`config.mk`:
```
export PLATFORM = sky130hd
export DESIGN_NAME = config_port
export DESIGN_NICKNAME = d
export VERILOG_FILES = /design/src/source/config_port_pkg.sv /design/src/source/config_memory.sv /design/src/source/axi_write_channel.sv /design/src/source/axi_read_channel.sv /design/src/source/config_port.sv
export SDC_FILE = /design/constraint.sdc
export NUM_CORES = 1
export LEC_CHECK = 0
export ABC_CLOCK_PERIOD_IN_PS = 2400
export BUFFER_PORTS_ARGS = -buffer_cell sky130_fd_sc_hd__buf_2
export CORE_UTILIZATION = 40
export CTS_CLUSTER_SIZE = 20
export DETAILED_ROUTE_END_ITERATION = 8
export PLACE_DENSITY = 0.62
export SYNTH_ARGS = -nofsm -noshare
export SYNTH_HDL_FRONTEND = slang
export SYNTH_SLANG_ARGS = --single-unit
```
`constraint.sdc`:
```
create_clock -name S_AXI_ACLK -period 2.4 [get_ports S_AXI_ACLK]
set_clock_uncertainty 0.2 [all_clocks]
set_input_delay 0.12 -clock S_AXI_ACLK [delete_from_list [all_inputs] [get_ports S_AXI_ACLK]]
set_output_delay 0.12 -clock S_AXI_ACLK [all_outputs]
set_load 0.005 [all_outputs]
```
`src/source/config_port_pkg.sv`:
```
package config_port_pkg;

	// ------------------------------------------------------------------
	// Bus geometry
	// ------------------------------------------------------------------

	// One beat is one full data word
	localparam int DATA_WIDTH = 32;
	localparam int ADDR_WIDTH = 32;
	// Byte lanes per beat
	localparam int STRB_WIDTH = DATA_WIDTH / 8;
	// First address bit of the row index
	localparam int ADDR_LSB = $clog2(STRB_WIDTH);

	// ------------------------------------------------------------------
	// Memory geometry
	// ------------------------------------------------------------------

	localparam int MEMORY_BYTES = 64;
	localparam int MEMORY_ROWS = MEMORY_BYTES / STRB_WIDTH;
	localparam int ROW_BITS = $clog2(MEMORY_ROWS);

	// Vector types
	typedef logic [DATA_WIDTH-1:0] data_t;
	typedef logic [ADDR_WIDTH-1:0] addr_t;
	typedef logic [STRB_WIDTH-1:0] strb_t;
	typedef logic [ROW_BITS-1:0] row_t;
	// AXI length field, beats minus one
	typedef logic [7:0] burst_len_t;
	// Flat image, row r byte b at bit 8*(4r+b)
	typedef logic [MEMORY_BYTES*8-1:0] image_t;

	// AXI burst encodings
	typedef enum logic [1:0] {
		BURST_FIXED    = 2'b00,
		BURST_INCR     = 2'b01,
		BURST_WRAP     = 2'b10,
		BURST_RESERVED = 2'b11
	} burst_t;

	// Response code
	typedef logic [1:0] resp_t;
	localparam resp_t RESP_OKAY = 2'b00;

	// Channel FSM states
	typedef enum logic [1:0] {W_IDLE, W_DATA, W_RESP} write_state_t;
	typedef enum logic [1:0] {R_IDLE, R_FETCH, R_DATA} read_state_t;

endpackage

```
`src/source/config_memory.sv`:
```
`timescale 1ns/100ps

module config_memory (
	input logic S_AXI_ACLK,
	input logic S_AXI_ARESETN,
	input logic wr_en,
	input config_port_pkg::row_t wr_row,
	input config_port_pkg::data_t wr_data,
	input config_port_pkg::strb_t wr_strb,
	input logic rd_en,
	input config_port_pkg::row_t rd_row,
	output config_port_pkg::data_t rd_data,
	output config_port_pkg::image_t image
);

	// Register rows, one data word each
	config_port_pkg::data_t rows [config_port_pkg::MEMORY_ROWS];

	// ------------------------------------------------------------------
	// Write port
	// ------------------------------------------------------------------

	always_ff @(posedge S_AXI_ACLK)
	begin
		if (!S_AXI_ARESETN)
		begin
			// Whole configuration goes back to zero
			for (int r = 0; r < config_port_pkg::MEMORY_ROWS; r++)
			begin
				rows[r] <= '0;
			end
		end
		else if (wr_en)
		begin
			// Only lanes with their strobe set are updated
			for (int b = 0; b < config_port_pkg::STRB_WIDTH; b++)
			begin
				if (wr_strb[b])
				begin
					rows[wr_row][8*b +: 8] <= wr_data[8*b +: 8];
				end
			end
		end
	end

	// Registered row read, held until the next request
	always_ff @(posedge S_AXI_ACLK)
	begin
		if (rd_en)
		begin
			rd_data <= rows[rd_row];
		end
	end

	// Flat image, row 0 in the low bits
	always_comb
	begin
		for (int r = 0; r < config_port_pkg::MEMORY_ROWS; r++)
		begin
			image[config_port_pkg::DATA_WIDTH*r +: config_port_pkg::DATA_WIDTH] = rows[r];
		end
	end

endmodule

```
`src/source/axi_write_channel.sv`:
```
`timescale 1ns/100ps

module axi_write_channel (
	input logic S_AXI_ACLK,
	input logic S_AXI_ARESETN,
	input config_port_pkg::addr_t awaddr,
	input config_port_pkg::burst_len_t awlen,
	input config_port_pkg::burst_t awburst,
	input logic awvalid,
	output logic awready,
	input config_port_pkg::data_t wdata,
	input config_port_pkg::strb_t wstrb,
	input logic wlast,
	input logic wvalid,
	output logic wready,
	output config_port_pkg::resp_t bresp,
	output logic bvalid,
	input logic bready,
	input logic read_busy,
	output logic write_busy,
	output logic wr_en,
	output config_port_pkg::row_t wr_row,
	output config_port_pkg::data_t wr_data,
	output config_port_pkg::strb_t wr_strb
);

	config_port_pkg::write_state_t state;
	// Latched burst
	config_port_pkg::row_t row;
	config_port_pkg::burst_len_t len;
	config_port_pkg::burst_t burst;
	config_port_pkg::burst_len_t beat_count;
	logic aw_accepted;
	logic beat_accepted;
	logic final_beat;

	assign aw_accepted = awvalid && awready;
	assign beat_accepted = wvalid && wready;
	// WLAST ends the burst, the length counter is a backstop
	assign final_beat = wlast || (beat_count == len);

	// Busy also covers the AWREADY pulse so a read cannot slip in
	assign write_busy = (state != config_port_pkg::W_IDLE) || awready;
	// Every write completes without error
	assign bresp = config_port_pkg::RESP_OKAY;

	// One memory write per accepted beat, same edge
	assign wr_en = beat_accepted;
	assign wr_row = row;
	assign wr_data = wdata;
	assign wr_strb = wstrb;

	// ------------------------------------------------------------------
	// Control FSM
	// ------------------------------------------------------------------

	always_ff @(posedge S_AXI_ACLK)
	begin
		if (!S_AXI_ARESETN)
		begin
			state <= config_port_pkg::W_IDLE;
			awready <= 1'b0;
			wready <= 1'b0;
			bvalid <= 1'b0;
		end
		else
		begin
			// AWREADY is a single-cycle pulse
			awready <= 1'b0;
			case (state)
				config_port_pkg::W_IDLE:
				begin
					if (aw_accepted)
					begin
						state <= config_port_pkg::W_DATA;
						wready <= 1'b1;
					end
					else if (awvalid && !awready && !read_busy)
					begin
						awready <= 1'b1;
					end
				end
				config_port_pkg::W_DATA:
				begin
					// Last beat closes the data phase
					if (beat_accepted && final_beat)
					begin
						wready <= 1'b0;
						bvalid <= 1'b1;
						state <= config_port_pkg::W_RESP;
					end
				end
				config_port_pkg::W_RESP:
				begin
					// Bus stays owned until the response is taken
					if (bready)
					begin
						bvalid <= 1'b0;
						state <= config_port_pkg::W_IDLE;
					end
				end
				default: state <= config_port_pkg::W_IDLE;
			endcase
		end
	end

	// Burst address and beat tracking
	always_ff @(posedge S_AXI_ACLK)
	begin
		if (aw_accepted)
		begin
			row <= awaddr[config_port_pkg::ADDR_LSB +: config_port_pkg::ROW_BITS];
			len <= awlen;
			burst <= awburst;
			beat_count <= '0;
		end
		else if (beat_accepted)
		begin
			beat_count <= beat_count + 1'b1;
			// WRAP and reserved step like INCR, row wraps modulo memory size
			if (burst != config_port_pkg::BURST_FIXED)
			begin
				row <= row + 1'b1;
			end
		end
	end

endmodule

```
`src/source/axi_read_channel.sv`:
```
`timescale 1ns/100ps

module axi_read_channel (
	input logic S_AXI_ACLK,
	input logic S_AXI_ARESETN,
	input config_port_pkg::addr_t araddr,
	input config_port_pkg::burst_len_t arlen,
	input config_port_pkg::burst_t arburst,
	input logic arvalid,
	output logic arready,
	input logic awvalid,
	input logic write_busy,
	output logic read_busy,
	output logic rd_en,
	output config_port_pkg::row_t rd_row,
	input config_port_pkg::data_t rd_data,
	output config_port_pkg::data_t rdata,
	output config_port_pkg::resp_t rresp,
	output logic rlast,
	output logic rvalid,
	input logic rready
);

	config_port_pkg::read_state_t state;
	// Latched burst
	config_port_pkg::row_t row;
	config_port_pkg::burst_len_t len;
	config_port_pkg::burst_t burst;
	config_port_pkg::burst_len_t beat_count;
	logic ar_accepted;
	logic beat_accepted;

	assign ar_accepted = arvalid && arready;
	assign beat_accepted = rvalid && rready;

	// Busy also covers the ARREADY pulse
	assign read_busy = (state != config_port_pkg::R_IDLE) || arready;

	// One fetch cycle per beat
	assign rd_en = (state == config_port_pkg::R_FETCH);
	assign rd_row = row;

	// Data bus is quiet outside valid beats
	assign rdata = rvalid ? rd_data : '0;
	assign rresp = config_port_pkg::RESP_OKAY;

	// ------------------------------------------------------------------
	// Control FSM
	// ------------------------------------------------------------------

	always_ff @(posedge S_AXI_ACLK)
	begin
		if (!S_AXI_ARESETN)
		begin
			state <= config_port_pkg::R_IDLE;
			arready <= 1'b0;
			rvalid <= 1'b0;
			rlast <= 1'b0;
		end
		else
		begin
			// ARREADY is a single-cycle pulse
			arready <= 1'b0;
			case (state)
				config_port_pkg::R_IDLE:
				begin
					if (ar_accepted)
					begin
						state <= config_port_pkg::R_FETCH;
					end
					// A pending write address wins the tie
					else if (arvalid && !arready && !write_busy && !awvalid)
					begin
						arready <= 1'b1;
					end
				end
				config_port_pkg::R_FETCH:
				begin
					// Row lands in rd_data on this edge
					rvalid <= 1'b1;
					rlast <= (beat_count == len);
					state <= config_port_pkg::R_DATA;
				end
				config_port_pkg::R_DATA:
				begin
					// Held beat while RREADY is low
					if (beat_accepted)
					begin
						rvalid <= 1'b0;
						rlast <= 1'b0;
						if (rlast)
						begin
							state <= config_port_pkg::R_IDLE;
						end
						else
						begin
							state <= config_port_pkg::R_FETCH;
						end
					end
				end
				default: state <= config_port_pkg::R_IDLE;
			endcase
		end
	end

	// Burst address and beat tracking
	always_ff @(posedge S_AXI_ACLK)
	begin
		if (ar_accepted)
		begin
			row <= araddr[config_port_pkg::ADDR_LSB +: config_port_pkg::ROW_BITS];
			len <= arlen;
			burst <= arburst;
			beat_count <= '0;
		end
		else if (beat_accepted)
		begin
			beat_count <= beat_count + 1'b1;
			// FIXED rereads the same row, all other types increment
			if (burst != config_port_pkg::BURST_FIXED)
			begin
				row <= row + 1'b1;
			end
		end
	end

endmodule

```
`src/source/config_port.sv`:
```
`timescale 1ns/100ps

module config_port (
	input logic S_AXI_ACLK,
	input logic S_AXI_ARESETN,
	// Write address channel
	input config_port_pkg::addr_t S_AXI_AWADDR,
	input config_port_pkg::burst_len_t S_AXI_AWLEN,
	input config_port_pkg::burst_t S_AXI_AWBURST,
	input logic S_AXI_AWVALID,
	output logic S_AXI_AWREADY,
	// Write data channel
	input config_port_pkg::data_t S_AXI_WDATA,
	input config_port_pkg::strb_t S_AXI_WSTRB,
	input logic S_AXI_WLAST,
	input logic S_AXI_WVALID,
	output logic S_AXI_WREADY,
	// Write response channel
	output config_port_pkg::resp_t S_AXI_BRESP,
	output logic S_AXI_BVALID,
	input logic S_AXI_BREADY,
	// Read address channel
	input config_port_pkg::addr_t S_AXI_ARADDR,
	input config_port_pkg::burst_len_t S_AXI_ARLEN,
	input config_port_pkg::burst_t S_AXI_ARBURST,
	input logic S_AXI_ARVALID,
	output logic S_AXI_ARREADY,
	// Read data channel
	output config_port_pkg::data_t S_AXI_RDATA,
	output config_port_pkg::resp_t S_AXI_RRESP,
	output logic S_AXI_RLAST,
	output logic S_AXI_RVALID,
	input logic S_AXI_RREADY,
	// Configuration image for downstream logic
	output config_port_pkg::image_t memory_out
);

	// Mutual exclusion between the channels
	logic write_busy;
	logic read_busy;
	// Memory write port
	logic wr_en;
	config_port_pkg::row_t wr_row;
	config_port_pkg::data_t wr_data;
	config_port_pkg::strb_t wr_strb;
	// Memory read port
	logic rd_en;
	config_port_pkg::row_t rd_row;
	config_port_pkg::data_t rd_data;

	// ------------------------------------------------------------------
	// Channels
	// ------------------------------------------------------------------

	axi_write_channel write_i (
		.S_AXI_ACLK(S_AXI_ACLK),
		.S_AXI_ARESETN(S_AXI_ARESETN),
		.awaddr(S_AXI_AWADDR),
		.awlen(S_AXI_AWLEN),
		.awburst(S_AXI_AWBURST),
		.awvalid(S_AXI_AWVALID),
		.awready(S_AXI_AWREADY),
		.wdata(S_AXI_WDATA),
		.wstrb(S_AXI_WSTRB),
		.wlast(S_AXI_WLAST),
		.wvalid(S_AXI_WVALID),
		.wready(S_AXI_WREADY),
		.bresp(S_AXI_BRESP),
		.bvalid(S_AXI_BVALID),
		.bready(S_AXI_BREADY),
		.read_busy(read_busy),
		.write_busy(write_busy),
		.wr_en(wr_en),
		.wr_row(wr_row),
		.wr_data(wr_data),
		.wr_strb(wr_strb)
	);

	// AWVALID feeds in so a simultaneous write takes priority
	axi_read_channel read_i (
		.S_AXI_ACLK(S_AXI_ACLK),
		.S_AXI_ARESETN(S_AXI_ARESETN),
		.araddr(S_AXI_ARADDR),
		.arlen(S_AXI_ARLEN),
		.arburst(S_AXI_ARBURST),
		.arvalid(S_AXI_ARVALID),
		.arready(S_AXI_ARREADY),
		.awvalid(S_AXI_AWVALID),
		.write_busy(write_busy),
		.read_busy(read_busy),
		.rd_en(rd_en),
		.rd_row(rd_row),
		.rd_data(rd_data),
		.rdata(S_AXI_RDATA),
		.rresp(S_AXI_RRESP),
		.rlast(S_AXI_RLAST),
		.rvalid(S_AXI_RVALID),
		.rready(S_AXI_RREADY)
	);

	// Register memory
	config_memory memory_i (
		.S_AXI_ACLK(S_AXI_ACLK),
		.S_AXI_ARESETN(S_AXI_ARESETN),
		.wr_en(wr_en),
		.wr_row(wr_row),
		.wr_data(wr_data),
		.wr_strb(wr_strb),
		.rd_en(rd_en),
		.rd_row(rd_row),
		.rd_data(rd_data),
		.image(memory_out)
	);

endmodule

```
==> results of run 1 <==
## worst paths after layout
kind	slack, ps	end
worst min-delay path	40	write_i.len[1]
worst max-delay path	110	memory_i.rows[5][14]
worst max register to register	110	memory_i.rows[5][14]
worst min register to register	290	write_i.awready
## state kept, by name, indices dropped and copies added (netlist names), 2 cells and up
| signal | flops |
|---|---|
| memory_i.rows | 512 |
| memory_i.rd_data | 32 |
| read_i.beat_count | 8 |
| read_i.len | 8 |
| write_i.beat_count | 8 |
| write_i.len | 8 |
| read_i.rd_row | 4 |
| write_i.wr_row | 4 |
| read_i.burst | 2 |
| read_i.state | 2 |
| write_i.burst | 2 |
| write_i.state | 2 |
## where the power goes
part           total (mW)  internal, mW  leakage (nW)  switching, mW
Sequential           12.1          11.8          6.04          0.309
Combinational        1.72         0.724          7.65          0.993
Clock                10.2          5.98          1.04           4.18
Total                24.0          18.5          14.7           5.48
## timing repair
action | 4_1_cts | 5_1_grt
gates resized for setup | 0 | 4
setup endpoints to repair | 0 | 83
hold buffers | 77 | 0
endpoints found under the hold margin | 561 | 0
setup buffers | 0 | 2
## per-stage QoR
stage | hold WS, ps | worst slack, ps | util [%] | setup TNS [ps] | cell area (um2)
after global placement | 97.8 | 156 | 47.9 | 0 | 32200
after detailed placement | 98.1 | 66.6 | 47.9 | 0 | 32200
after CTS | 3.28 | 43.0 | 52.2 | 0 | 35100
after global routing | 9.68 | -69.5 | 52.3 | -2880 | 35200
after floorplan | -0.954 | 251 | - | 0 | 27200
final | 35.2 | 105 | 52.3 | 0 | 35200
## layout make-up
class,count,share of cell area [%]
antenna,1,0.00712
inverter,8,0.0854
sequential,598,50.3
clock inverter,26,0.847
multi-input combinational,1231,25.3
timing repair buffer,858,15.0
clock buffer,91,5.29
tap,873,3.11
## critical path: stages, from the launching register on
cell and delay, ps:
edfxtp_1 520, nor2b_1 300, nand2_1 390, nor2_1 510
and2_1 210
## synthesized netlist by cell type, types with 5 or more instances
master,n,area (um2)
xor2_1,26,228
a21oi_1,40,200
buf_2,22,110
xnor2_1,6,52.6
buf_6,18,203
edfxtp_1,572,17200
clkbuf_1,70,263
o21ai_0,141,706
inv_1,8,30.0
ha_1,7,87.6
mux4_2,64,1440
and2_1,547,3420
nand2_1,75,282
nand3_1,5,25.0
dfxtp_1,26,521
a221oi_1,33,289
buf_4,6,45.0
mux2_2,32,360
mux2i_1,97,971
nand4_1,6,37.5
a22oi_1,32,240
nor2_1,87,327
## layer usage
metal	vias up	GRT usage, %	part of all wire (%)
met5	-	0	0.041
met4	6	9.64	3.2
met3	183	5.77	8.6
met2	1106	44.7	48
met1	9912	35.7	40
li1	8744	-	-
## cell families after synthesis
group	Yosys count
AO/OA/AOI/OAI	253
XOR/XNOR	32
adder cells (fa/ha/maj)	7
buffers and inverters	128
flip-flops	598
multiplexers	193
other	1
AND/OR/NAND/NOR	742
==> results.toml, run 1 <==
[yosys]
synth_edf_count = 572
synth_compound_gate_area_share_pct = 5.46
syn_area_per_cell_um2 = 13.9
synth-main-ff-cell = "edfxtp_1"
synthSimpleGateAreaFrac_pct = 15.6
synth_fa_ha_area_share_pct = 0.322
muxShareOfSynthArea_pct = 10.2
synth_cells = 1954
ys_types = 37
synth_xor_xnor_area_share_pct = 1.03
netlist_area_um2 = 27200
yosys_warnings = 0
yosysSeqAreaShare_pct = 65.0
synth_top_family_by_area = "simple AND/OR/NAND/NOR gates"
ys_ff_latch = 598
synth-async-reset-ratio_pct = 0

[cells_and_area]
layout.nets = 2898
regArea_um2 = 17700
layout_common_cells = "buf_2, edfxtp_1, and2_1, buf_4, o21ai_0"
fin_cells = 3686
synthToLayoutAreaGrowth_pct = 29.1
drive_gt1_share_pct = 34.7
layout_commonest_cell = "buf_2"
multi_input_area_um2 = 8910
fillers = 5799

[setup_path]
crit_fanout = 9
crit_type = "reg -> reg"
required_ps = 2660
crit_start = "write_i.wr_row[2]"
worstSetupStartpointType = "register"
arrival_ps = 2550
timing.rr.start = "write_i.wr_row[2]"
crit_path_end_kind = "register"
reg2reg_depth = 4

[grt]
grt_pass1_vias = 19700
grt_pass1_wl_um = 136000
antenna_found_initial = 9
grt_max_degree = 73
groute.usage.overall_pct = 27.2
grt-ovfl-total = 0

[power]
p_total_mw = 24.0
p_leak_nw = 14.7
power_density_nw_per_um2 = 682
ir_worst_vdd_uv = 603

[route]
drc = 0
vias = 20000
ant_nets = 0
wl_per_cell_um = 26.0
via_per_inst = 5.41
drt_wl_total_um = 96000
first_pass_iters = 6
drt_first_iter_violations = 2160

[clock_tree]
tritoncts = "done"
clk_latency_ps = 600
cts.sinks = 598
h-tree-depth = 3
cts_inserted_buffers = 66
cts-root-buf = "clkbuf_16"
cts_max_path_buffers = 3
clk_pin_slew_ps = 60

[timing]
fmax_mhz = 436
hold_violations = 0
rsz0062_at_grt = "true"
setup_viol_count_final = 0
fin_crit_ps = 2290
min_period_over_period_pct = 95.6
relSlewSlack_pct = 44.4
worst_pin_slew_ps = 833
report.final.slew_viol_count = 0

[hold_path]
min_path_cells = 2
worstHoldStart = "S_AXI_AWLEN[1]"
hold_path_class = "in -> reg"

[run]
max_cap_violations = 0

[floorplanning]
rows = 95
io_pins = 682
dieWidth_um = 263
die_h_um = 263
fp.coreArea_um2 = 67300
dieArea_um2 = 69100
initial_core_util_pct = 40.5

[place]
dp_hpwl_um = 71200
place_congestion = 0.923
dp.cells = 3489
io_buffers = 621

[status]
status = "complete, no violations"
No activity file was read; power rests on OpenSTA's default activity.
==> run 2: changes to the inputs <==
--- a/config.mk
+++ b/config.mk
@@ -7,10 +7,11 @@
 export LEC_CHECK = 0
 export ABC_CLOCK_PERIOD_IN_PS = 2400
 export BUFFER_PORTS_ARGS = -buffer_cell sky130_fd_sc_hd__buf_2
-export CORE_UTILIZATION = 40
+export CORE_ASPECT_RATIO = 0.75
+export CORE_UTILIZATION = 35
 export CTS_CLUSTER_SIZE = 20
 export DETAILED_ROUTE_END_ITERATION = 8
-export PLACE_DENSITY = 0.62
+export PLACE_DENSITY = 0.56
 export SYNTH_ARGS = -nofsm -noshare
 export SYNTH_HDL_FRONTEND = slang
 export SYNTH_SLANG_ARGS = --single-unit
==> run 2 against run 1 <==
Against the previous run:
- die area up 14%
- non-clock buffer count is 16 higher
- worst setup slack lost 45 ps
- largest cell class unchanged
==> results.toml, run 2 (synthesis gave the netlist of run 1 again) <==
[timing]
fmax_mhz = 427
rsz0062_at_grt = "true"
min_period_over_period_pct = 97.5
tns_ps = 0
hold_ws_ps = 30.6
worst_pin_slew_ps = 867
report.final.slew_viol_count = 0
hold_violations = 0
fin_crit_ps = 2340
setup_viol_count_final = 0
relSlewSlack_pct = 42.2

[cells_and_area]
largest_reg_flops = 512
layout.nets = 2909
layout_commonest_cell = "buf_2"
top_regs = "memory_i.rows x512, memory_i.rd_data x32"
drive_gt1_share_pct = 34.9
synthToLayoutAreaGrowth_pct = 30.4
layout_common_cells = "buf_2, edfxtp_1, and2_1, buf_4, o21ai_0"
regMostFlops = "memory_i.rows"

[place]
place_congestion = 0.900
dp_hpwl_um = 74600
io_buffers = 621

[floorplanning]
initial_core_util_pct = 35.4
dieArea_um2 = 78900
io_pins = 682
fp.coreArea_um2 = 77000
dieWidth_um = 324
die_h_um = 244
rows = 88

[grt]
groute.usage.overall_pct = 25.0
antenna_found_initial = 3
grt_pass1_wl_um = 142000
grt_max_degree = 73
grt-ovfl-total = 0
grt_pass1_vias = 19600

[hold_path]
hold_path_class = "in -> reg"
min_path_cells = 3

[route]
drt_wl_total_um = 101000
first_pass_iters = 6
via_per_inst = 5.15
drc = 0
wl_per_cell_um = 26.1
vias = 19900
drt_first_iter_violations = 1818
ant_nets = 0

[status]
status = "complete, no violations"

[setup_path]
crit_slowest_cell = "mux4_2"
worstSetupStartpointType = "register"
crit_type = "reg -> reg"
rr_endpoint = "memory_i.rd_data[19]"
crit_start = "read_i.rd_row[0]"
reg2reg_depth = 5
crit_fanout = 28
crit_path_end_kind = "register"
required_ps = 2590
arrival_ps = 2530
crit_chain = "buf_12 -> buf_16 -> mux4_2 -> a22oi_1 -> nand2_1"
cp_slowest_stage_delay_ps = 580
worstSetupEndpoint = "memory_i.rd_data[19]"
timing.rr.start = "read_i.rd_row[0]"
r2r_setup_slack_ps = 60

[clock_tree]
tritoncts = "done"
cts.sinks = 598
cts_max_path_buffers = 3
cts_inserted_buffers = 61
clk_pin_slew_ps = 70
clk_latency_ps = 640
cts-root-buf = "clkbuf_16"
h-tree-depth = 2

[power]
power_density_nw_per_um2 = 664
p_leak_nw = 14.8
ir_worst_vdd_uv = 488

[run]
max_cap_violations = 0
## run 2: cell types whose count changed in the layout (fill, tap and decap cells not counted), sizes merged
cell         before  now
clkbuf           91   86
clkinv           18   23
clkinvlp          3    2
dlygate4sd3      77   92
inv               8    9
## run 2: per-stage QoR
stage               power (mW)  worst slack (ps)  cell area [um2]  instances  utilization (%)
CTS                       23.7              8.41            35400       3857             46.0
global route              24.3             -20.2            35500       3862             46.1
detailed placement        13.9             -49.9            32400       3649             42.1
floorplan                 12.9               251            27200       1957                -
global placement          13.9             -57.4            32400       3649             42.1
finish                    23.6              60.3            35500       3863             46.1
## run 2: where the power goes
part / leakage, nW / switching [mW] / internal (mW)
logic: 7.76 / 1.05 / 0.752
registers: 6.04 / 0.293 / 11.8
clock network: 0.992 / 4.14 / 5.57
## run 2: layer usage
metal / share of wire (%) / GRT usage (%) / up-vias
met3: 8.6 / 5.87 / 138
li1: - / - / 8781
met5: 0.018 / 0 / -
met1: 42 / 33.5 / 10000
met4: 2.5 / 6.65 / 2
met2: 47 / 40.6 / 969
## run 2: worst max-delay path, delay by kind of cell, from the launching register on
family / cells / cell delay, ps
and+or+nand+nor: 1 / 70
muxes: 1 / 580
buffers and inverters: 2 / 480
DFF: 1 / 470
AOI/OAI and AO/OA: 1 / 220
## run 2: cell type report
cell class                      instances  area [um2]
Clock inverter                         31         277
Fill cell                            6966       41500
Sequential cell                       598       17700
Inverter                                8        30.0
Timing Repair Buffer                  874        5500
Antenna cell                            1        2.50
Tap cell                             1035        1290
Clock buffer                           85        1740
Multi-Input combinational cell       1231        8970
## run 2: how the worst min path moves through the flow
stage,startpoint,end,slack [ps]
after detailed placement,S_AXI_ARBURST[0],read_i.burst[0],100
final,S_AXI_ARESETN,write_i.bvalid,30
after floorplan,S_AXI_AWVALID,read_i.arready,-1
after global placement,S_AXI_AWLEN[3],write_i.len[3],100
after CTS,S_AXI_ARESETN,read_i.state[1],30
after global routing,S_AXI_ARESETN,write_i.bvalid,40
## run 2: what timing repair did
| item | CTS | global route |
|---|---|---|
| setup endpoints to repair | 6 | 40 |
| buffers inserted | 0 | 4 |
| hold endpoints to repair | 567 | 0 |
| resized for setup | 6 | 14 |
| hold buffers | 92 | 0 |
| gates cloned | 0 | 1 |
==> run 3: changes to the inputs <==
--- a/config.mk
+++ b/config.mk
@@ -7,7 +7,7 @@
 export LEC_CHECK = 0
 export ABC_CLOCK_PERIOD_IN_PS = 2400
 export BUFFER_PORTS_ARGS = -buffer_cell sky130_fd_sc_hd__buf_2
-export CORE_ASPECT_RATIO = 0.75
+export CORE_ASPECT_RATIO = 1.25
 export CORE_UTILIZATION = 35
 export CTS_CLUSTER_SIZE = 20
 export DETAILED_ROUTE_END_ITERATION = 8
==> run 3 against run 2 <==
Against the previous run:
- die area hardly changed
- clock power is 7% higher
- sequential power is essentially flat
- hold slack improved by 5.7 ps
- register-to-register slack improved by 50 ps
- highest routed layer unchanged
- first-iteration DRC count increased by 0.94%
- final cell count is 0.18% higher
- largest power group unchanged
- design area barely moved
- via count decreased by 1.3%
==> results.toml, run 3 (synthesis gave the netlist of run 1 again) <==
[route]
via_per_inst = 5.08
ant_nets = 0
drc = 0
drt_first_iter_violations = 1835
drt_wl_total_um = 101000
first_pass_iters = 5
wl_per_cell_um = 26.2
vias = 19700

[timing]
hold_ws_ps = 36.3
setup_viol_count_final = 0
report.final.slew_viol_count = 0
worst_pin_slew_ps = 714
min_period_over_period_pct = 95.6
hold_violations = 0
fin_crit_ps = 2290
fmax_mhz = 436
relSlewSlack_pct = 52.2
layout_setup_ws_ps = 106

[cells_and_area]
final_core_utilization_pct = 46.0
top_regs = "memory_i.rows x512, memory_i.rd_data x32"
multi_input_area_um2 = 8920
synthToLayoutAreaGrowth_pct = 30.3
drive_gt1_share_pct = 35.0
layout_common_cells = "buf_2, edfxtp_1, and2_1, buf_4, o21ai_0"
stdcell_area_um2 = 35500
regMostFlops = "memory_i.rows"
largest_reg_flops = 512
layout_commonest_cell = "buf_2"
fillers = 7008
layout.nets = 2906
regArea_um2 = 17700

[clock_tree]
cts.sinks = 598
cts-root-buf = "clkbuf_16"
cts_inserted_buffers = 66
clk_pin_slew_ps = 60
h-tree-depth = 3
cts_max_path_buffers = 3
tritoncts = "done"
clk_latency_ps = 620

[power]
power_density_nw_per_um2 = 684
comb_power_share_pct = 7.2
p_total_mw = 24.2
ir_worst_vdd_uv = 516
clkPwrFrac_pct = 43.0
pwr-share-seq_pct = 49.8
intPower_mw = 18.6
p_switching_mw = 5.61
p_leak_nw = 14.8
p_sw_share_pct = 23.2

[grt]
grt_util_met1_pct = 30.8
groute.usage.overall_pct = 25.2
busiest_layer = "met2"
grt_max_degree = 73
grt_pass1_wl_um = 141000
grt.met2_usage_pct = 42.9
met3_usage_pct = 5.59
grt_pass1_vias = 19600
antenna_found_initial = 6
grt-ovfl-total = 0

[setup_path]
crit_path_end_kind = "register"
crit_type = "reg -> reg"
arrival_ps = 2650
required_ps = 2750
crit_fanout = 5
worstSetupStartpointType = "register"

[floorplanning]
rows = 114
initial_core_util_pct = 35.3
io_pins = 682
die_h_um = 314
dieArea_um2 = 78900
fp.coreArea_um2 = 77200
dieWidth_um = 251

[place]
pre_cts_slack_ps = -33.2
place_congestion = 0.909
placed_area_um2 = 32400
io_buffers = 621
dp_hpwl_um = 76200

[run]
max_cap_violations = 0

[hold_path]
hold_path_class = "in -> reg"

[status]
status = "complete, no violations"
==> run 3: worst paths after layout <==
path | start | endpoint | slack [ps] | depth (start not counted)
hold reg to reg | read_i.beat_count[7] | read_i.beat_count[7] | 310 | 2
setup / recovery | write_i.beat_count[3] | write_i.state[1] | 110 | 6
setup reg to reg | write_i.beat_count[3] | write_i.state[1] | 110 | 6
hold / removal | S_AXI_ARLEN[1] | read_i.len[1] | 40 | 2
==> run 3: final cells by class <==
type | count | share of cell area (%)
Sequential cell | 598 | 49.9
Multi-Input combinational cell | 1231 | 25.1
Timing Repair Buffer | 866 | 15.0
Clock buffer | 85 | 5.00
Tap cell | 1044 | 3.68
Clock inverter | 34 | 1.18
Inverter | 8 | 0.0846
Antenna cell | 4 | 0.0282
==> run 3: per-layer routing <==
layer / wire (um) / vias to the layer above / share of wire [%]
li1: - / 8764 / -
met1: 39600 / 9884 / 39
met2: 50700 / 826 / 50
met3: 7460 / 175 / 7.3
met4: 3740 / 4 / 3.7
met5: 24 / - / 0.024
==> run 3: power by group through the flow <==
stage	Combinational, mW	Clock [mW]	Sequential, mW
finish	1.75	10.4	12.1
floorplan	0.658	0	12.2
global placement	1.63	0	12.3
CTS	1.76	10.6	12.1
global route	1.88	10.9	12.1
detailed placement	1.65	0	12.3
==> run 3: repair_timing <==
action                                  in CTS  in global routing
endpoints found under the setup margin       1                 36
gates resized for setup                      1                  5
hold buffers                                80                  0
buffers inserted                             0                  3
hold endpoints to repair                   579                  0
==> run 3: stage by stage <==
stage | setup TNS (ps) | cells
floorplan | 0 | 1957
global placement | 0 | 3664
detailed placement | -33.2 | 3664
CTS | 0 | 3863
global route | -2.55 | 3868
finish | 0 | 3870
==> run 3: critical path: stages, from the launching register on <==
cell	delay [ps]
dfxtp_1	360
xor2_1	180
nor4_1	360
a21oi_1	200
nor3_2	220
o21a_1	160
dlygate4sd3_1	560
